===== config.mk =====
export PLATFORM = sky130hd
export DESIGN_NAME = response_arbiter_1_to_n
export DESIGN_NICKNAME = d
export VERILOG_FILES = /design/src/common/glay_pkg.sv /design/src/arbiter/response_arbiter_1_to_n.sv /design/src/sync_fifo.sv
export SDC_FILE = /design/constraint.sdc
export NUM_CORES = 2
export LEC_CHECK = 0
export BUFFER_PORTS_ARGS = -buffer_cell sky130_fd_sc_hd__buf_2
export CAP_MARGIN = 20
export CORE_AREA = 10 10 561 563
export CTS_BUF_LIST = sky130_fd_sc_hd__clkbuf_8
export DETAILED_ROUTE_END_ITERATION = 8
export DIE_AREA = 0 0 571 573
export GPL_ROUTABILITY_DRIVEN = 0
export PLACE_DENSITY = 0.67
export SLEW_MARGIN = 20
export SYNTH_ARGS = -nofsm -noshare
export SYNTH_HDL_FRONTEND = slang
export SYNTH_HIERARCHICAL = 1
export SYNTH_SLANG_ARGS = --single-unit

===== constraint.sdc =====
create_clock -name ap_clk -period 6.9 [get_ports ap_clk]
set_clock_uncertainty 0.05 [all_clocks]
set_input_delay 0 -clock ap_clk [delete_from_list [all_inputs] [get_ports ap_clk]]
set_output_delay 0 -clock ap_clk [all_outputs]
set_load 0.02 [all_outputs]

===== src/common/glay_pkg.sv =====
/*
  Memory channel shared definitions
  Widths, depths and FIFO settings for the request and response paths,
  the packet structs carried on both streams, FIFO state bundles, and
  the source-id routing rule used by the response arbiter.
*/
package glay_pkg;

  // ----------------------------------------
  // Sizes
  // ----------------------------------------
  localparam int NUM_MEMORY_RECEIVER = 2;
  localparam int ADDR_W              = 8;
  localparam int DATA_W              = 32;
  localparam int ID_W                = 4;
  localparam int MEM_DEPTH           = 256;

  // FIFO depths and thresholds
  localparam int REQ_FIFO_DEPTH       = 16;
  localparam int RSP_FIFO_DEPTH       = 64;
  localparam int RSP_PROG_THRESH      = 32;
  localparam int FIFO_RST_BUSY_CYCLES = 4;

  // Reset-busy down counter
  localparam int                    RST_BUSY_W    = $clog2(FIFO_RST_BUSY_CYCLES + 1);
  localparam logic [RST_BUSY_W-1:0] RST_BUSY_INIT = RST_BUSY_W'(FIFO_RST_BUSY_CYCLES);

  // Round-robin pointer over the requesters
  localparam int RR_PTR_W = $clog2(NUM_MEMORY_RECEIVER);

  // Command encoding in the meta
  localparam logic CMD_READ  = 1'b0;
  localparam logic CMD_WRITE = 1'b1;

  // ----------------------------------------
  // Packets
  // ----------------------------------------
  typedef struct packed {
    logic [ID_W-1:0] id_cu;
    logic [ID_W-1:0] id_bundle;
    logic [ID_W-1:0] id_lane;
    logic [ID_W-1:0] id_engine;
  } packet_source_t;

  typedef struct packed {
    packet_source_t source;
    logic           cmd;
  } packet_meta_t;

  typedef struct packed {
    packet_meta_t      meta;
    logic [ADDR_W-1:0] address;
    logic [DATA_W-1:0] data;
  } request_payload_t;

  typedef struct packed {
    logic             valid;
    request_payload_t payload;
  } memory_request_t;

  typedef struct packed {
    packet_meta_t      meta;
    logic [DATA_W-1:0] data;
  } response_payload_t;

  typedef struct packed {
    logic              valid;
    response_payload_t payload;
  } memory_response_t;

  // ----------------------------------------
  // FIFO state
  // ----------------------------------------
  typedef struct packed {
    logic rd_en;
  } fifo_state_in_t;

  typedef struct packed {
    logic full;
    logic empty;
    logic valid;
    logic prog_full;
  } fifo_state_out_t;

  // ----------------------------------------
  // Routing rule
  // ----------------------------------------
  // Setup unit takes all-zero and all-ones (broadcast) sources
  function automatic logic route_to_setup(packet_source_t src);
    return (&src) | ~(|src);
  endfunction

  // Compute bundles take any nonzero source
  function automatic logic route_to_bundles(packet_source_t src);
    return |src;
  endfunction

endpackage : glay_pkg


===== src/arbiter/response_arbiter_1_to_n.sv =====
/*
  Response arbiter, 1 to N
  Registers the single response stream, buffers it in a FIFO that the
  receivers drain with a level rd_en, and steers each popped response
  to the setup unit, the compute bundles, or both, by its source id.
*/
`timescale 1ns/10ps

module response_arbiter_1_to_n
  import glay_pkg::*;
(
  input  logic             ap_clk,
  input  logic             areset_control,
  input  memory_response_t response_in,
  input  fifo_state_in_t   fifo_response_signals_in,
  output fifo_state_out_t  fifo_response_signals_out,
  output memory_response_t response_out [NUM_MEMORY_RECEIVER-1:0],
  output logic             fifo_setup_signal
);

  // ----------------------------------------
  // Internal signals
  // ----------------------------------------
  logic              areset_int;
  memory_response_t  response_in_reg;
  logic              rd_en_reg;
  response_payload_t fifo_dout;
  logic              fifo_rd_en;
  logic              fifo_full;
  logic              fifo_empty;
  logic              fifo_valid;
  logic              fifo_prog_full;
  logic              fifo_wr_rst_busy;
  logic              fifo_rd_rst_busy;
  logic              to_setup;
  logic              to_bundles;

  // Local reset copy, also resets the FIFO
  always_ff @(posedge ap_clk) begin
    areset_int <= areset_control;
  end

  // ----------------------------------------
  // Input stage
  // ----------------------------------------
  always_ff @(posedge ap_clk) begin
    if (areset_int) begin
      response_in_reg.valid <= 1'b0;
      rd_en_reg             <= 1'b0;
    end else begin
      response_in_reg.valid <= response_in.valid;
      rd_en_reg             <= fifo_response_signals_in.rd_en;
    end
    response_in_reg.payload <= response_in.payload;
  end

  // ----------------------------------------
  // Response FIFO
  // ----------------------------------------
  // Pop while receivers are ready and data is there
  assign fifo_rd_en = rd_en_reg & ~fifo_empty;

  sync_fifo #(
    .DEPTH      (RSP_FIFO_DEPTH),
    .WIDTH      ($bits(response_payload_t)),
    .PROG_THRESH(RSP_PROG_THRESH)
  ) u_rsp_fifo (
    .ap_clk     (ap_clk),
    .srst       (areset_int),
    .din        (response_in_reg.payload),
    .wr_en      (response_in_reg.valid),
    .rd_en      (fifo_rd_en),
    .dout       (fifo_dout),
    .full       (fifo_full),
    .empty      (fifo_empty),
    .valid      (fifo_valid),
    .prog_full  (fifo_prog_full),
    .wr_rst_busy(fifo_wr_rst_busy),
    .rd_rst_busy(fifo_rd_rst_busy)
  );

  // FIFO state seen by the receivers
  always_ff @(posedge ap_clk) begin
    fifo_response_signals_out <= '{
      full:      fifo_full,
      empty:     fifo_empty,
      valid:     fifo_valid,
      prog_full: fifo_prog_full
    };
  end

  // Setup held high through reset and the FIFO busy window
  always_ff @(posedge ap_clk) begin
    if (areset_int) begin
      fifo_setup_signal <= 1'b1;
    end else begin
      fifo_setup_signal <= fifo_wr_rst_busy | fifo_rd_rst_busy;
    end
  end

  // ----------------------------------------
  // Routing
  // ----------------------------------------
  assign to_setup   = route_to_setup(fifo_dout.meta.source);
  assign to_bundles = route_to_bundles(fifo_dout.meta.source);

  // Receiver 0 is setup, receiver 1 the bundles
  // All-ones source lands on both
  always_ff @(posedge ap_clk) begin
    if (areset_int) begin
      response_out[0].valid <= 1'b0;
      response_out[1].valid <= 1'b0;
    end else begin
      response_out[0].valid <= fifo_valid & to_setup;
      response_out[1].valid <= fifo_valid & to_bundles;
    end
    response_out[0].payload <= fifo_dout;
    response_out[1].payload <= fifo_dout;
  end

endmodule : response_arbiter_1_to_n


===== src/sync_fifo.sv =====
/*
  Synchronous FIFO
  Circular buffer with an occupancy count. A word written into an empty
  FIFO is readable in the same cycle. A read loads dout and raises valid
  one cycle later. After srst, pushes are held off for a short window
  that is reported on the reset-busy flags.
*/
`timescale 1ns/10ps

module sync_fifo
  import glay_pkg::*;
#(
  parameter int DEPTH       = 16,
  parameter int WIDTH       = 32,
  parameter int PROG_THRESH = 8
) (
  input  logic             ap_clk,
  input  logic             srst,
  input  logic [WIDTH-1:0] din,
  input  logic             wr_en,
  input  logic             rd_en,
  output logic [WIDTH-1:0] dout,
  output logic             full,
  output logic             empty,
  output logic             valid,
  output logic             prog_full,
  output logic             wr_rst_busy,
  output logic             rd_rst_busy
);

  // Storage and pointers
  logic [WIDTH-1:0]           mem [DEPTH];
  logic [$clog2(DEPTH)-1:0]   wr_ptr;
  logic [$clog2(DEPTH)-1:0]   rd_ptr;
  logic [$clog2(DEPTH+1)-1:0] count;
  logic [RST_BUSY_W-1:0]      busy_cnt;
  logic                       do_wr;
  logic                       do_rd;

  // ----------------------------------------
  // Flags
  // ----------------------------------------
  assign wr_rst_busy = (busy_cnt != '0);
  assign full        = (int'(count) == DEPTH);
  assign prog_full   = (int'(count) >= PROG_THRESH);

  // Pushes dropped while busy or full
  assign do_wr = wr_en & ~wr_rst_busy & ~full;
  // Incoming word counts as stored, read-through when empty
  assign empty = (count == '0) & ~do_wr;
  assign do_rd = rd_en & ~empty & ~rd_rst_busy;

  // ----------------------------------------
  // Control
  // ----------------------------------------
  always_ff @(posedge ap_clk) begin
    if (srst) begin
      wr_ptr      <= '0;
      rd_ptr      <= '0;
      count       <= '0;
      valid       <= 1'b0;
      busy_cnt    <= RST_BUSY_INIT;
      rd_rst_busy <= 1'b1;
    end else begin
      if (busy_cnt != '0) begin
        busy_cnt <= busy_cnt - 1'b1;
      end
      // Read side leaves busy one cycle after write side
      rd_rst_busy <= wr_rst_busy;
      valid       <= do_rd;
      if (do_wr) begin
        wr_ptr <= (int'(wr_ptr) == DEPTH - 1) ? '0 : wr_ptr + 1'b1;
      end
      if (do_rd) begin
        rd_ptr <= (int'(rd_ptr) == DEPTH - 1) ? '0 : rd_ptr + 1'b1;
      end
      case ({do_wr, do_rd})
        2'b10:   count <= count + 1'b1;
        2'b01:   count <= count - 1'b1;
        default: count <= count;
      endcase
    end
  end

  // ----------------------------------------
  // Data
  // ----------------------------------------
  always_ff @(posedge ap_clk) begin
    if (do_wr) begin
      mem[wr_ptr] <= din;
    end
    // Bypass the array when the word arrives in this cycle
    if (do_rd) begin
      dout <= (count == '0) ? din : mem[rd_ptr];
    end
  end

endmodule : sync_fifo


# == After elaboration in Yosys (flattened, before gate mapping) ==
# Memory sizes are Yosys's and may differ from the RTL's. A register that Yosys moved wholly into a read port is not among the register bits.
# Cells that the tools add are included.
# W data, S select, Z words.
# op_classes
n_addsub,5
multipliers,0
div,0
n_lt_le_gt_ge,1
eq_ne,5
n_shift,0
n_mux,8
bitwise_logic,16
reduce_logical,5
# op_table
cell,n
$mux W49,1
$mux W6,4
$reduce_and A16 Y1,1
$reduce_or A16 Y1,1
$pmux W7 S2,1
$add A6 B1 Y6 const B,2
$eq A6 B1 Y1 const B,2
$and A1 B1 Y1,8
$add A7 B1 Y7 const B,1
$eq A7 B7 Y1 const B,1
$ge A7 B6 Y1 const B,1
$logic_not A7 Y1,1
$sub A7 B1 Y7 const B,1
$not A1 Y1,6
$reduce_bool A3 Y1,1
$sub A3 B1 Y3 const B,1
$eq A2 B1 Y1 const B,1
$eq A2 B2 Y1 const B,1
$mux W1,2
$or A1 B1 Y1,2
$reduce_bool A2 Y1,1
# totals
reg_bits,181
latch_bits,0
mem_bits_rw,3136
rom_bits,0
inputBits,53
output_inout_bits,105
word_cells,70
memories,1
# mem_list
memory,depth,word_bits,read_ports,rd_clocked_by_memory_dff,write_ports,line,text
u_rsp_fifo.mem,64,49,1,1,1,sync_fifo.sv:32,logic [WIDTH-1:0] mem [DEPTH];

# == Logic depth before layout (Yosys ltp) ==
# depth
word_depth,12
mapped_depth,18
depth_no_buf,17

# == Cells and area by module ==
# The synthesis kept the hierarchy.
# modules_own_cells
module,n_inst,cells_each,area_per_inst_um2
sync_fifo,1,6780,124257.9
response_arbiter_1_to_n,1,174,2636.3

# == Worst setup path after synthesis ==
# No wires, ideal clock.
# synth_timing
path_type,reg-to-reg
startpoint,register u_rsp_fifo.busy_cnt[0]
endpoint,"memory u_rsp_fifo/mem[59][0] in the netlist's numbering, enable pin"
setup_ns,0.456
t_arrival_ns,3.695
slack_ns,2.699
path_stages_with_launch,10
n_path_buf,1
synth_period_minus_slack_ns,4.201
path_cell_list,dfxtp_1 > inv_1 > ha_1 > and3b_1 > o31a_1 > buf_2 > inv_1 > nor2_1 > nand3_1 > nor2_1
# synth_via
elab_chain_len,6
# synth_rtl
item,line,text
start: declaration,sync_fifo.sv:36,logic [RST_BUSY_W-1:0] busy_cnt;
start signal: assignment,sync_fifo.sv:66,busy_cnt <= busy_cnt - 1'b1;
$reduce_bool A3 Y1,sync_fifo.sv:43,assign wr_rst_busy = (busy_cnt != '0);
$not A1 Y1,sync_fifo.sv:48,assign do_wr = wr_en & ~wr_rst_busy & ~full;
$and A1 B1 Y1 (2 in series),sync_fifo.sv:48,
$mux W1,sync_fifo.sv:89,if (do_wr) begin
$mux W1 (implied by the code),sync_fifo.sv:90,mem[wr_ptr] <= din;
end: declaration,sync_fifo.sv:32,
# Every way passes these cells.

# == Worst setup path after layout ==
# layout_timing
startpoint,register u_rsp_fifo.busy_cnt[0]
endpoint,"memory u_rsp_fifo/mem[59][40] in the netlist's numbering, enable pin"
# The elaborated chain is that of the path after synthesis.

==> results by group <==
Synthesis
  – Synth Register Bits: 3323
  – Synth Net Count: 7014
  – Ys flop type: edfxtp_1
  – Ys async rst share: 0
  – EDFF count, synth: 3185
  – Synth cell types: 51
  – Synth warnings: 6
  – Post-synthesis sequential area ratio: 0.775
  – Avg Cell Area, Syn: 18.2 um2
  – Synth Instances: 6954
  – Mapped cell area: 127000 um2

Pwr
  – Pwr Density: 268 nW/um2
  – Max VDD drop: 0.197 mV
  – Static leakage: 43.8 nW

Route
  – DRT Pass-1 Iters: 6
  – WL final: 342000 um
  – Drt wl/cell: 28.5 um
  – Vias: 68900
  – Post-DRT Antenna Nets: 0
  – Initial DRC Count: 7790
  – Vias per cell: 5.76
  – Drt drc: 0

Placed design
  – IO Port Bufs: 157
  – Placed wire-length estimate: 191000 um
  – DP Worst Slack: 2190 ps
  – Placed cells: 10900

Floorplanning
  – Die Wd: 571 um
  – Std cell rows: 202
  – Die Footprint: 327000 um2
  – Core Box Area: 303000 um2
  – Initial Utilization: 0.419
  – IO Count: 158
  – Die H: 573 um

Timing
  – Max Freq: 0.205 GHz
  – Relative slew slack: 0.217
  – Final setup vio count: 0
  – TNS Setup: 0 ps
  – Final hold vios: 0
  – RSZ-0062 raised after global routing: no
  – Tcrit/Tclk final: 0.705
  – Minimum clock period: 4870 ps
  – Worst-Margin Slew: 1170 ps
  – Max Slew Vio Count: 0
  – Setup ws final: 2030 ps
  – Worst hold slack: 126 ps

Job
  – Max-cap violations: 0

Worst setup path
  – Critical path type: register to register
  – Most used cell along the critical path: inv_1
  – Critical path cell sequence: inv_1 -> ha_1 -> and3b_1 -> o31a_1 -> inv_1 -> nor2_1 -> nand3_1 -> nor2_4 -> buf_4
  – Critical Path RT: 7560 ps
  – Crit path max-delay cell type: nor2_4
  – Startpoint Class: register
  – CP endpoint kind: register
  – CP top delay family: simple AND/OR/NAND/NOR gates
  – Critical Path AT: 5520 ps
  – Worst-path fanout max: 31
  – CP max stage delay: 910 ps
  – Buf+Inv Stages, Crit Path: 3

CTS
  – H-tree lvl count: 6
  – Clock sinks: 3323
  – Clk Tree Root Cell: clkbuf_8
  – Worst-path clk slew: 60 ps
  – CTS tree: done
  – Hold_buf cts: 154
  – Worst-Skew Late Latency: 1150 ps
  – Total CTS buffers: 543
  – CTS resizes: 0
  – Max clock buf depth: 4
  – Postcts setup bufs: 0

Cells and area
  – Layout cell share with drive strength beyond 1: 0.168
  – Max FFs per register: 3136
  – Commonest non-fill, non-tap cell in the layout: edfxtp_1
  – Final core occ: 0.480
  – Post-Layout Cell Count: 12000
  – # nets final: 7632
  – Syn-to-layout area delta: 14.3%
  – Commonest cells after routing, fill and taps aside: edfxtp_1, mux2i_1, a22oi_1
  – Filler cells: 24700

Worst hold path
  – Hold Crit Class: primary input to register

Outcome
  – Outcome: complete, no violations

Global route
  – First-pass GRT wire length: 490000 um
  – Initial antenna violation count: 15
  – GR Overflow Total: 0
  – Pin count of the biggest net entering global routing: 128
  – Global router's overall resource usage: 0.201
  – Vias in the first global route: 69000
worst register-to-register path, stage by stage, from the launching register on:
cell and delay (ps):
dfxtp_1 330, inv_1 80, ha_1 190, and3b_1 280, o31a_1 590, inv_1 360, nor2_1 300, nand3_1 710
nor2_4 910, buf_4 580
metrics by stage:
stage	power, mW	cell area [um2]
3_5_place_dp	23.2	133000
6_report	38.9	145000
3_3_place_gp	23.2	133000
4_1_cts	39.2	145000
2_1_floorplan	22.9	127000
5_1_grt	40.1	145000
metal layers:
layer  share of wire  GRT usage  vias to the layer above  routed length, um
met3           0.096     0.0424                      612              32800
met5         0.00012          0                        -                 41
met4           0.036     0.0744                        6              12500
met1            0.39      0.272                    35600             134000
li1                -          -                    29200                  -
met2            0.48      0.322                     3547             163000
layout make-up:
class | count | area, um2 | area share
antenna | 11 | 27.5 | 0.000190
clock buffer | 558 | 7680 | 0.0529
clock inverter | 396 | 2340 | 0.0161
inverter | 6 | 23.8 | 0.000164
multi-input combinational | 3169 | 26900 | 0.185
sequential | 3323 | 98500 | 0.679
tap | 3978 | 4980 | 0.0343
timing repair buffer | 529 | 4670 | 0.0322
worst paths after layout:
check | slack [ps] | start | end | depth (start not counted)
worst max-delay path | 2030 | u_rsp_fifo/busy_cnt[0] | u_rsp_fifo/mem[59][40] | 9
worst max register to register | 2030 | u_rsp_fifo/busy_cnt[0] | u_rsp_fifo/mem[59][40] | 9
worst min-delay path | 130 | fifo_response_signals_in | rd_en_reg | 4
worst min register to register | 330 | u_rsp_fifo/dout[14] | response_out[64] | 0
logic make-up (layout without fill, tap and decap cells):
kind of cell | Yosys count | after routing | share of synthesized area
other cells | 0 | 11 | 0
fa+ha+maj | 7 | 7 | 0.000690
buf+inv | 462 | 1489 | 0.0175
simple gates | 663 | 663 | 0.0249
flops | 3323 | 3323 | 0.775
mux | 1524 | 1524 | 0.130
xor+xnor | 18 | 18 | 0.00124
compound gates | 957 | 957 | 0.0498
report_power, final:
group / switching [mW] / internal (mW) / total [mW]
sequential: 0.0276 / 22.2 / 22.2
clock: 7.95 / 8.05 / 16.0
combinational: 0.533 / 0.166 / 0.699
synth_stat cells (54+ instances only):
master	number	area share
a21oi_1	303	0.012
a22oi_1	588	0.035
buf_2	200	0.0079
buf_4	60	0.0035
clkbuf_1	167	0.0049
dfxtp_1	138	0.022
edfxtp_1	3185	0.75
mux2i_1	1376	0.11
mux4_2	98	0.017
nand2_1	212	0.0063
nand3_1	204	0.0080
nand4_1	56	0.0028
nor2_1	90	0.0027
nor4_1	54	0.0027
o21ai_0	54	0.0021
No activity file was read; power rests on OpenSTA's default activity.
