### src/common/glay_pkg.sv
/*
  Memory channel shared definitions
  Widths, depths and FIFO settings for the request and response paths,
  the packet structs carried on both streams, FIFO state bundles, and
  the source-id routing rule used by the response arbiter.
*/
package glay_pkg;

  // ----------------------------------------
  // Sizes
  // ----------------------------------------
  localparam int NUM_MEMORY_RECEIVER = 2;
  localparam int ADDR_W              = 8;
  localparam int DATA_W              = 32;
  localparam int ID_W                = 4;
  localparam int MEM_DEPTH           = 256;

  // FIFO depths and thresholds
  localparam int REQ_FIFO_DEPTH       = 16;
  localparam int RSP_FIFO_DEPTH       = 64;
  localparam int RSP_PROG_THRESH      = 32;
  localparam int FIFO_RST_BUSY_CYCLES = 4;

  // Reset-busy down counter
  localparam int                    RST_BUSY_W    = $clog2(FIFO_RST_BUSY_CYCLES + 1);
  localparam logic [RST_BUSY_W-1:0] RST_BUSY_INIT = RST_BUSY_W'(FIFO_RST_BUSY_CYCLES);

  // Round-robin pointer over the requesters
  localparam int RR_PTR_W = $clog2(NUM_MEMORY_RECEIVER);

  // Command encoding in the meta
  localparam logic CMD_READ  = 1'b0;
  localparam logic CMD_WRITE = 1'b1;

  // ----------------------------------------
  // Packets
  // ----------------------------------------
  typedef struct packed {
    logic [ID_W-1:0] id_cu;
    logic [ID_W-1:0] id_bundle;
    logic [ID_W-1:0] id_lane;
    logic [ID_W-1:0] id_engine;
  } packet_source_t;

  typedef struct packed {
    packet_source_t source;
    logic           cmd;
  } packet_meta_t;

  typedef struct packed {
    packet_meta_t      meta;
    logic [ADDR_W-1:0] address;
    logic [DATA_W-1:0] data;
  } request_payload_t;

  typedef struct packed {
    logic             valid;
    request_payload_t payload;
  } memory_request_t;

  typedef struct packed {
    packet_meta_t      meta;
    logic [DATA_W-1:0] data;
  } response_payload_t;

  typedef struct packed {
    logic              valid;
    response_payload_t payload;
  } memory_response_t;

  // ----------------------------------------
  // FIFO state
  // ----------------------------------------
  typedef struct packed {
    logic rd_en;
  } fifo_state_in_t;

  typedef struct packed {
    logic full;
    logic empty;
    logic valid;
    logic prog_full;
  } fifo_state_out_t;

  // ----------------------------------------
  // Routing rule
  // ----------------------------------------
  // Setup unit takes all-zero and all-ones (broadcast) sources
  function automatic logic route_to_setup(packet_source_t src);
    return (&src) | ~(|src);
  endfunction

  // Compute bundles take any nonzero source
  function automatic logic route_to_bundles(packet_source_t src);
    return |src;
  endfunction

endpackage : glay_pkg

### src/arbiter/request_arbiter_n_to_1.sv
/*
  Request arbiter, N to 1
  Each requester strobe is pushed into its own FIFO. A round-robin
  pointer pops one non-empty FIFO per cycle and the popped word is
  registered onto the single merged request stream.
*/
`timescale 1ns/10ps

module request_arbiter_n_to_1
  import glay_pkg::*;
(
  input  logic            ap_clk,
  input  logic            areset_control,
  input  memory_request_t request_in [NUM_MEMORY_RECEIVER-1:0],
  output memory_request_t request_out,
  output logic            fifo_setup_signal
);

  logic                           areset_int;
  request_payload_t               fifo_dout [NUM_MEMORY_RECEIVER];
  logic [NUM_MEMORY_RECEIVER-1:0] fifo_rd_en;
  logic [NUM_MEMORY_RECEIVER-1:0] fifo_empty;
  logic [NUM_MEMORY_RECEIVER-1:0] fifo_valid;
  logic [NUM_MEMORY_RECEIVER-1:0] fifo_wr_rst_busy;
  logic [NUM_MEMORY_RECEIVER-1:0] fifo_rd_rst_busy;
  logic [RR_PTR_W-1:0]            rr_ptr;
  logic [RR_PTR_W-1:0]            grant_idx;
  logic                           grant_any;
  request_payload_t               sel_payload;

  // Local reset copy
  always_ff @(posedge ap_clk) begin
    areset_int <= areset_control;
  end

  // ----------------------------------------
  // Per-requester FIFOs
  // ----------------------------------------
  for (genvar i = 0; i < NUM_MEMORY_RECEIVER; i++) begin : g_req_fifo
    assign fifo_rd_en[i] = grant_any & (int'(grant_idx) == i);

    sync_fifo #(
      .DEPTH      (REQ_FIFO_DEPTH),
      .WIDTH      ($bits(request_payload_t)),
      .PROG_THRESH(REQ_FIFO_DEPTH)
    ) u_fifo (
      .ap_clk     (ap_clk),
      .srst       (areset_int),
      .din        (request_in[i].payload),
      .wr_en      (request_in[i].valid),
      .rd_en      (fifo_rd_en[i]),
      .dout       (fifo_dout[i]),
      .full       (),
      .empty      (fifo_empty[i]),
      .valid      (fifo_valid[i]),
      .prog_full  (),
      .wr_rst_busy(fifo_wr_rst_busy[i]),
      .rd_rst_busy(fifo_rd_rst_busy[i])
    );
  end

  // ----------------------------------------
  // Round-robin grant
  // ----------------------------------------
  // Scan from rr_ptr; the nearest non-empty FIFO wins
  always_comb begin
    int cand;
    grant_any = 1'b0;
    grant_idx = rr_ptr;
    for (int k = NUM_MEMORY_RECEIVER - 1; k >= 0; k--) begin
      cand = int'(rr_ptr) + k;
      if (cand >= NUM_MEMORY_RECEIVER) begin
        cand = cand - NUM_MEMORY_RECEIVER;
      end
      if (!fifo_empty[cand]) begin
        grant_any = 1'b1;
        grant_idx = RR_PTR_W'(cand);
      end
    end
  end

  // Pointer moves past the granted input
  always_ff @(posedge ap_clk) begin
    if (areset_int) begin
      rr_ptr <= '0;
    end else if (grant_any) begin
      rr_ptr <= (int'(grant_idx) == NUM_MEMORY_RECEIVER - 1) ? '0 : grant_idx + 1'b1;
    end
  end

  // ----------------------------------------
  // Merged output
  // ----------------------------------------
  // At most one FIFO shows valid per cycle
  always_comb begin
    sel_payload = fifo_dout[0];
    for (int i = 1; i < NUM_MEMORY_RECEIVER; i++) begin
      if (fifo_valid[i]) begin
        sel_payload = fifo_dout[i];
      end
    end
  end

  always_ff @(posedge ap_clk) begin
    if (areset_int) begin
      request_out.valid <= 1'b0;
      fifo_setup_signal <= 1'b1;
    end else begin
      request_out.valid <= |fifo_valid;
      fifo_setup_signal <= |(fifo_wr_rst_busy | fifo_rd_rst_busy);
    end
    request_out.payload <= sel_payload;
  end

endmodule : request_arbiter_n_to_1

### src/sync_fifo.sv
/*
  Synchronous FIFO
  Circular buffer with an occupancy count. A word written into an empty
  FIFO is readable in the same cycle. A read loads dout and raises valid
  one cycle later. After srst, pushes are held off for a short window
  that is reported on the reset-busy flags.
*/
`timescale 1ns/10ps

module sync_fifo
  import glay_pkg::*;
#(
  parameter int DEPTH       = 16,
  parameter int WIDTH       = 32,
  parameter int PROG_THRESH = 8
) (
  input  logic             ap_clk,
  input  logic             srst,
  input  logic [WIDTH-1:0] din,
  input  logic             wr_en,
  input  logic             rd_en,
  output logic [WIDTH-1:0] dout,
  output logic             full,
  output logic             empty,
  output logic             valid,
  output logic             prog_full,
  output logic             wr_rst_busy,
  output logic             rd_rst_busy
);

  // Storage and pointers
  logic [WIDTH-1:0]           mem [DEPTH];
  logic [$clog2(DEPTH)-1:0]   wr_ptr;
  logic [$clog2(DEPTH)-1:0]   rd_ptr;
  logic [$clog2(DEPTH+1)-1:0] count;
  logic [RST_BUSY_W-1:0]      busy_cnt;
  logic                       do_wr;
  logic                       do_rd;

  // ----------------------------------------
  // Flags
  // ----------------------------------------
  assign wr_rst_busy = (busy_cnt != '0);
  assign full        = (int'(count) == DEPTH);
  assign prog_full   = (int'(count) >= PROG_THRESH);

  // Pushes dropped while busy or full
  assign do_wr = wr_en & ~wr_rst_busy & ~full;
  // Incoming word counts as stored, read-through when empty
  assign empty = (count == '0) & ~do_wr;
  assign do_rd = rd_en & ~empty & ~rd_rst_busy;

  // ----------------------------------------
  // Control
  // ----------------------------------------
  always_ff @(posedge ap_clk) begin
    if (srst) begin
      wr_ptr      <= '0;
      rd_ptr      <= '0;
      count       <= '0;
      valid       <= 1'b0;
      busy_cnt    <= RST_BUSY_INIT;
      rd_rst_busy <= 1'b1;
    end else begin
      if (busy_cnt != '0) begin
        busy_cnt <= busy_cnt - 1'b1;
      end
      // Read side leaves busy one cycle after write side
      rd_rst_busy <= wr_rst_busy;
      valid       <= do_rd;
      if (do_wr) begin
        wr_ptr <= (int'(wr_ptr) == DEPTH - 1) ? '0 : wr_ptr + 1'b1;
      end
      if (do_rd) begin
        rd_ptr <= (int'(rd_ptr) == DEPTH - 1) ? '0 : rd_ptr + 1'b1;
      end
      case ({do_wr, do_rd})
        2'b10:   count <= count + 1'b1;
        2'b01:   count <= count - 1'b1;
        default: count <= count;
      endcase
    end
  end

  // ----------------------------------------
  // Data
  // ----------------------------------------
  always_ff @(posedge ap_clk) begin
    if (do_wr) begin
      mem[wr_ptr] <= din;
    end
    // Bypass the array when the word arrives in this cycle
    if (do_rd) begin
      dout <= (count == '0) ? din : mem[rd_ptr];
    end
  end

endmodule : sync_fifo

### config.mk
export PLATFORM = sky130hd
export DESIGN_NAME = request_arbiter_n_to_1
export DESIGN_NICKNAME = d
export VERILOG_FILES = /design/src/common/glay_pkg.sv /design/src/arbiter/request_arbiter_n_to_1.sv /design/src/sync_fifo.sv
export SDC_FILE = /design/constraint.sdc
export NUM_CORES = 2
export LEC_CHECK = 0
export BUFFER_PORTS_ARGS = -buffer_cell sky130_fd_sc_hd__buf_2
export CAP_MARGIN = 20
export CORE_AREA = 2 2 396 398
export CTS_CLUSTER_DIAMETER = 120
export CTS_CLUSTER_SIZE = 30
export DETAILED_ROUTE_END_ITERATION = 10
export DIE_AREA = 0 0 398 400
export PLACE_DENSITY_LB_ADDON = 0.15
export SLEW_MARGIN = 5
export SYNTH_ARGS = -nofsm -noshare
export SYNTH_HDL_FRONTEND = slang
export SYNTH_SLANG_ARGS = --single-unit
### constraint.sdc
create_clock -name ap_clk -period 6.75 [get_ports ap_clk]
set_clock_uncertainty 0.2 [all_clocks]
set_input_delay 0.3375 -clock ap_clk [delete_from_list [all_inputs] [get_ports ap_clk]]
set_output_delay 0.3375 -clock ap_clk [all_outputs]
set_load 0.05 [all_outputs]
Word level (Yosys, flattened, before mapping)
Memories as Yosys holds them, arrays and structs flattened. A register that Yosys moved wholly into a read port is not among the register bits.
Cells that the tools add are included.
{"block": "word_totals", "register_bits": 211, "latch_bits": 0, "ram_bits": 1824, "rom_bits": 0, "output_inout_bits": 59, "mem_count": 2}
{"block": "op_classes", "n_addsub": 14, "multipliers": 0, "div": 0, "n_lt_le_gt_ge": 4, "n_eq_ne": 10, "shift": 0, "mux": 30, "n_bitwise": 24, "reduce_logical": 8}
{"name": "g_req_fifo[0].u_fifo.mem", "depth": 16, "word_bits": 57, "rd": 1, "rd_clocked_by_memory_dff": 1, "wr": 1, "line": "sync_fifo.sv:32", "rtl": "logic [WIDTH-1:0] mem [DEPTH];"}
{"name": "g_req_fifo[1].u_fifo.mem", "depth": 16, "word_bits": 57, "rd": 1, "rd_clocked_by_memory_dff": 1, "wr": 1, "line": "sync_fifo.sv:32"}
{"cell": "$mux W57", "n": 3}
{"cell": "$lt A32 B3 Y1 const B", "n": 2}
{"cell": "$mux W32", "n": 2}
{"cell": "$mux W4", "n": 8}
{"cell": "$pmux W5 S2", "n": 2}
{"cell": "$add A4 B1 Y4 const B", "n": 4}
{"cell": "$eq A4 B1 Y1 const B", "n": 4}
{"cell": "$mux W1", "n": 15}
{"cell": "$and A1 B1 Y1", "n": 12}
{"cell": "$not A1 Y1", "n": 11}
{"cell": "$add A5 B1 Y5 const B", "n": 2}
{"cell": "$eq A5 B5 Y1 const B", "n": 2}
{"cell": "$logic_not A5 Y1", "n": 2}
{"cell": "$sub A5 B1 Y5 const B", "n": 2}
{"cell": "$reduce_bool A3 Y1", "n": 2}
{"cell": "$sub A3 B1 Y3 const B", "n": 2}
{"cell": "$eq A2 B1 Y1 const B", "n": 2}
{"cell": "$eq A2 B2 Y1 const B", "n": 2}
{"cell": "$reduce_bool A2 Y1", "n": 2}
{"cell": "$reduce_or A2 Y1", "n": 2}
{"cell": "$sub A1 B2 Y3 const B", "n": 1}
{"cell": "$sub A2 B2 Y3 const B", "n": 1}
{"cell": "$add A1 B1 Y2 const B", "n": 1}
{"cell": "$ge A1 B2 Y1 const B", "n": 1}
{"cell": "3 further kinds", "n": 3}

Logic depth before layout (Yosys ltp)
{"block": "logic_depth", "ltp_word": 17, "depth_mapped": 14, "depth_no_buf": 13}

Modules after synthesis
A second synthesis with hierarchy kept.
{"block": "hier_totals", "cells_unflattened": 3465, "hier_area_um2": 77566.9}
{"module": "sync_fifo at g_req_fifo[1].u_fifo", "n_inst": 1, "cells_each": 1665, "area_per_inst_um2": 37770.0, "seq_area_each_um2": 29538.3}
{"module": "sync_fifo at g_req_fifo[0].u_fifo", "n_inst": 1, "cells_each": 1665, "area_per_inst_um2": 37765.0, "seq_area_each_um2": 29538.3}
{"module": "request_arbiter_n_to_1", "n_inst": 1, "cells_each": 135, "area_per_inst_um2": 2031.9, "seq_area_each_um2": 1221.2}

Least setup slack after synthesis
No wires, ideal clock.
{"block": "synth_timing", "kind": "reg2reg", "from": "register g_req_fifo[0].u_fifo.busy_cnt[0]", "to": "memory g_req_fifo[0].u_fifo.mem[3][0] in the netlist's numbering (enable)", "setup_ps": 614, "t_arrival_ps": 6408, "t_required_ps": 5936, "path_slack_ps": -472, "stages_incl_launch_ff": 6, "path_buffers": 0, "cell_sequence": "dfxtp_1 -> inv_1 -> ha_1 -> and3b_1 -> o21ai_1 -> nor4_1"}
{"block": "synth_between", "elab_chain_len": 6}
{"item": "start, declared", "line": "sync_fifo.sv:36", "rtl": "logic [RST_BUSY_W-1:0] busy_cnt;"}
{"item": "start signal, assigned", "line": "sync_fifo.sv:66", "rtl": "busy_cnt <= busy_cnt - 1'b1;"}
{"item": "$reduce_bool A3 Y1", "line": "sync_fifo.sv:43", "rtl": "assign wr_rst_busy = (busy_cnt != '0);"}
{"item": "$not A1 Y1", "line": "sync_fifo.sv:48", "rtl": "assign do_wr = wr_en & ~wr_rst_busy & ~full;"}
{"item": "$and A1 B1 Y1 (2 in series)", "line": "sync_fifo.sv:48"}
{"item": "$mux W1", "line": "sync_fifo.sv:89", "rtl": "if (do_wr) begin"}
{"item": "$mux W1 (implied by the code)", "line": "sync_fifo.sv:90", "rtl": "mem[wr_ptr] <= din;"}
{"item": "end, declared", "line": "sync_fifo.sv:32"}
Every way passes these cells.

Worst setup path after layout
{"block": "layout_timing", "from": "register g_req_fifo[1].u_fifo.count[1]", "to": "register g_req_fifo[0].u_fifo.count[4]"}
{"block": "layout_between", "elab_chain_len": 16, "word_cells_on_any_way": 24}
{"item": "start, declared", "line": "sync_fifo.sv:35", "rtl": "logic [$clog2(DEPTH+1)-1:0] count;"}
{"item": "start signal, assigned", "line": "sync_fifo.sv:78", "rtl": "2'b10: count <= count + 1'b1;"}
{"item": "start signal, assigned", "line": "sync_fifo.sv:79", "rtl": "2'b01: count <= count - 1'b1;"}
{"item": "start signal, assigned", "line": "sync_fifo.sv:80", "rtl": "default: count <= count;"}
{"item": "$eq A5 B5 Y1", "line": "sync_fifo.sv:44", "rtl": "assign full = (int'(count) == DEPTH);"}
{"item": "$not A1 Y1", "line": "sync_fifo.sv:48"}
{"item": "$and A1 B1 Y1", "line": "sync_fifo.sv:48"}
{"item": "$not A1 Y1", "line": "sync_fifo.sv:50", "rtl": "assign empty = (count == '0) & ~do_wr;"}
{"item": "$and A1 B1 Y1 *", "line": "sync_fifo.sv:50"}
{"item": "$mux W1 (implied by the code) (3 in series)", "line": "request_arbiter_n_to_1.sv:75", "rtl": "if (!fifo_empty[cand]) begin"}
{"item": "$mux W1 (2 in series)", "line": "request_arbiter_n_to_1.sv:75"}
{"item": "$not A1 Y1", "line": "request_arbiter_n_to_1.sv:40", "rtl": "assign fifo_rd_en[i] = grant_any & (int'(grant_idx) == i);"}
{"item": "$and A1 B1 Y1 *", "line": "request_arbiter_n_to_1.sv:40"}
{"item": "$and A1 B1 Y1 * (2 in series)", "line": "sync_fifo.sv:51", "rtl": "assign do_rd = rd_en & ~empty & ~rd_rst_busy;"}
{"item": "named net g_req_fifo[0].u_fifo.do_rd", "line": "sync_fifo.sv:38", "rtl": "logic do_rd;"}
{"item": "$eq A2 B1 Y1 / $eq A2 B2 Y1 (equally long branches)", "line": "sync_fifo.sv:77", "rtl": "case ({do_wr, do_rd})"}
{"item": "$pmux W5 S2 / $reduce_bool A2 Y1 (equally long branches)"}
{"item": "end signal, assigned", "line": "sync_fifo.sv:78"}
{"item": "end signal, assigned", "line": "sync_fifo.sv:79"}
{"item": "end signal, assigned", "line": "sync_fifo.sv:80"}
{"item": "end, declared", "line": "sync_fifo.sv:35"}
The timed path passes the listed nets; every way through them passes the cells marked *. The select of a mux whose other input is x is not followed.
A chain may end at the register's enable or synchronous reset.

==> reports/qor.yml <==
core_um2: 155000
met2_usage: 0.349
yosys_warnings: 0
area_growth_pct: 8.95
slew_violations: 0
tightest_slew_ns: 1.14
p_per_area_nw_per_um2: 265
fin_crit_ns: 3.99
clk_pin_slew_ns: 0.12
grt_overflow_total: 0
path_cells: "or4_1 > o31a_1 > or2_2 > clkinv_2 > ha_1 > ha_1 > or4b_2 > a21oi_1 > a31oi_1 > nand3_1"
num_vias: 35800
ys_ff_latch: 2043
outcome: "completed"
syn_nets: 3598
cts_buffer_depth: 3
io_pins: 177
cp_num_buf_inv: 1
synthTopCellsByArea: "edfxtp_1 (75%), mux4_2 (13%), dfxtp_1 (2.7%)"
rr_startpoint: "g_req_fifo[1].u_fifo.count[1]"
initial_core_util: 0.498
r2r-end: "g_req_fifo[0].u_fifo.count[4]"
avgViaCountPerCell: 6.14
met3_usage: 0.0272
synth_area_per_cell_um2: 22.3
crit_start: "g_req_fifo[1].u_fifo.count[1]"
cts_tree: "done"
ir_worst_vdd_mv: 0.193
max_cap_violations: 0
syn_area_um2: 77200
dpl_worst_slack_ns: 2.83
synth.most_common_cell: "edfxtp_1"
cts.sink_count: 2043
maxSlewHeadroom: 0.242
grt_usage: 0.224
grt_start_max_net_pins: 137
cp.depth: 10
final_cell_count_no_fill: 5826
nets: 3839
rows: 145
grt_util_met1: 0.348
drive_gt1_frac: 0.252
fp.dieH_um: 400
rr_worst_depth: 10
grt_pass1_vias: 35880
clk_latency_ns: 0.73
cpMostUsedCell: "ha_1"
cpLargestDelayFamily: "simple AND/OR/NAND/NOR gates"
drt_iter0_drc: 3621
gp_congestion: 0.787
hold_viol: 0
first_pass_iters: 7
route.detailed.drc: 0
cp_max_fo: 17
synth.distinct_cells: 55
synth_flop_cell: "edfxtp_1"
cp-endpoint: "g_req_fifo[0].u_fifo.count[4]"
fin_ws_ns: 2.76
htree_num_levels: 3
postRouteWirelength_mm: 177
ys_seq_area_frac: 0.781
hold_path.class: "input port to register"
grt_pass1_wl_mm: 256
async_reset_ff_frac: 0
drt.antenna.violating_nets: 0
synth_common_cells: "edfxtp_1 (1938), mux4_2 (456), mux2i_1 (118), o22ai_1 (116), mux2_2 (115)"
cts-buffers-inserted: 78
fmax_mhz: 250
start_kind: "register"
die_w_um: 398
synth_top_area_cell: "edfxtp_1"
crit_path_max_incr_delay_ns: 0.70
fillCellCount: 11822
buffer_ports.inserted: 176
cpMaxStageDelayCell: "or4_1"
r2r_slack_ns: 2.76
syn_inst: 3458
worstPathArrival_ns: 4.45
setup_viol: 0
place_hpwl_mm: 92.3
crit_type: "register to register"
busiest_layer: "met2"
required_ns: 7.20
finalCritPeriodShare: 0.592
fp.dieArea_um2: 159000
p_leak_nw: 25.1
grt_antenna_before_repair: 18
rsz0062_at_grt: "false"
wl_per_cell_um: 30.3
synth_edf_count: 1938
endpoint_kind: "register"
dp_cells: 5560
synth.top_cell.area_share: 0.754
root_buffer: "clkbuf_16"
holdWs_ns: 0.0715
==> placed cells by master, fill, tap and decap left out, types with 18 or more instances in the layout <==
master,synthesis,final
clkbuf_1,107,59
buf_2,55,176
mux2i_1,118,118
a21oi_1,76,76
nand2_1,73,72
and2_4,0,22
o22ai_1,116,116
buf_4,0,52
inv_1,22,20
mux2_2,115,115
nor2_1,19,18
dfxtp_1,105,98
mux4_2,456,456
dlygate4sd3_1,0,117
clkbuf_16,0,82
o221ai_1,58,58
edfxtp_1,1938,1938
ha_1,22,22
==> sequential cells by signal, indices dropped and copies added (netlist names), named ones only <==
register and flops:
g_req_fifo.u_fifo.wr_ptr 8, g_req_fifo.u_fifo.dout 114, g_req_fifo.u_fifo.rd_ptr 8, request_out 58, g_req_fifo.u_fifo.mem 1824, g_req_fifo.u_fifo.valid 2, rr_ptr 1, areset_int 1
fifo_setup_signal 1, g_req_fifo.u_fifo.rd_rst_busy 2, g_req_fifo.u_fifo.busy_cnt 6, g_req_fifo.u_fifo.count 10
==> power by group <==
group	leakage, nW	total [mW]	switching [mW]	internal [mW]
registers	18.3	14.3	0.134	14.2
clock network	1.11	6.08	3.72	2.35
logic	5.64	1.91	1.35	0.559
==> how the worst min path moves through the flow <==
stage | to | slack, ns | startpoint | depth (start not counted)
final | areset_int | 0.07 | areset_control | 2
after global routing | areset_int | 0.03 | areset_control | 2
after CTS | areset_int | 0.02 | areset_control | 2
after detailed placement | areset_int | 0.25 | areset_control | 1
after global placement | request_out[57] | 0.24 | g_req_fifo[0].u_fifo.valid | 2
after floorplan | areset_int | 0.17 | areset_control | 0
==> logic make-up after synthesis <==
kind of cell / synth area share
muxes: 0.165
xor gates and xnor gates: 0.00113
DFF: 0.781
buffers and inverters: 0.0114
AOI/OAI and AO/OA: 0.0251
adders and majority gates: 0.00357
and+or+nand+nor: 0.0124
==> repair_timing <==
item,4_1_cts,5_1_grt
setup buffers,0,0
endpoints found under the hold margin,1917,0
gates resized for setup,0,0
hold buffers,117,0
==> stage by stage <==
step	utilization	power, mW	instance area [um2]	setup TNS (ns)
final	0.542	22.3	84100	0
after global routing	0.542	23.0	84100	0
after CTS	0.542	22.5	84100	0
after detailed placement	0.519	16.5	80600	0
after global placement	0.519	16.4	80600	0
after floorplan	-	15.6	77200	-53.86
==> area by class of cell <==
class	instances	area [um2]	area share
clock buffer	141	2270	0.0270
antenna	3	7.51	0.0000893
tap	2058	2570	0.0306
multi-input combinational	1201	16200	0.192
clock inverter	5	62.6	0.000744
sequential	2043	60300	0.717
timing repair buffer	353	2600	0.0309
inverter	22	85.1	0.00101
==> worst reg2reg max path, delay by kind of cell (launching register included) <==
kind                     cells  cell delay (ns)
buffers and inverters        1             0.24
AO/OA/AOI/OAI                3             0.64
AND/OR/NAND/NOR              4             1.76
flip-flops                   1             0.40
adder cells (fa/ha/maj)      2             0.68
==> per-layer routing <==
metal  up-vias  part of all wire
met3       146             0.059
met5         -           0.00032
li1      15007                 -
met4         8             0.016
met1     19512              0.45
met2      1127              0.47
Note: power is estimated with default switching activity, not from simulation.
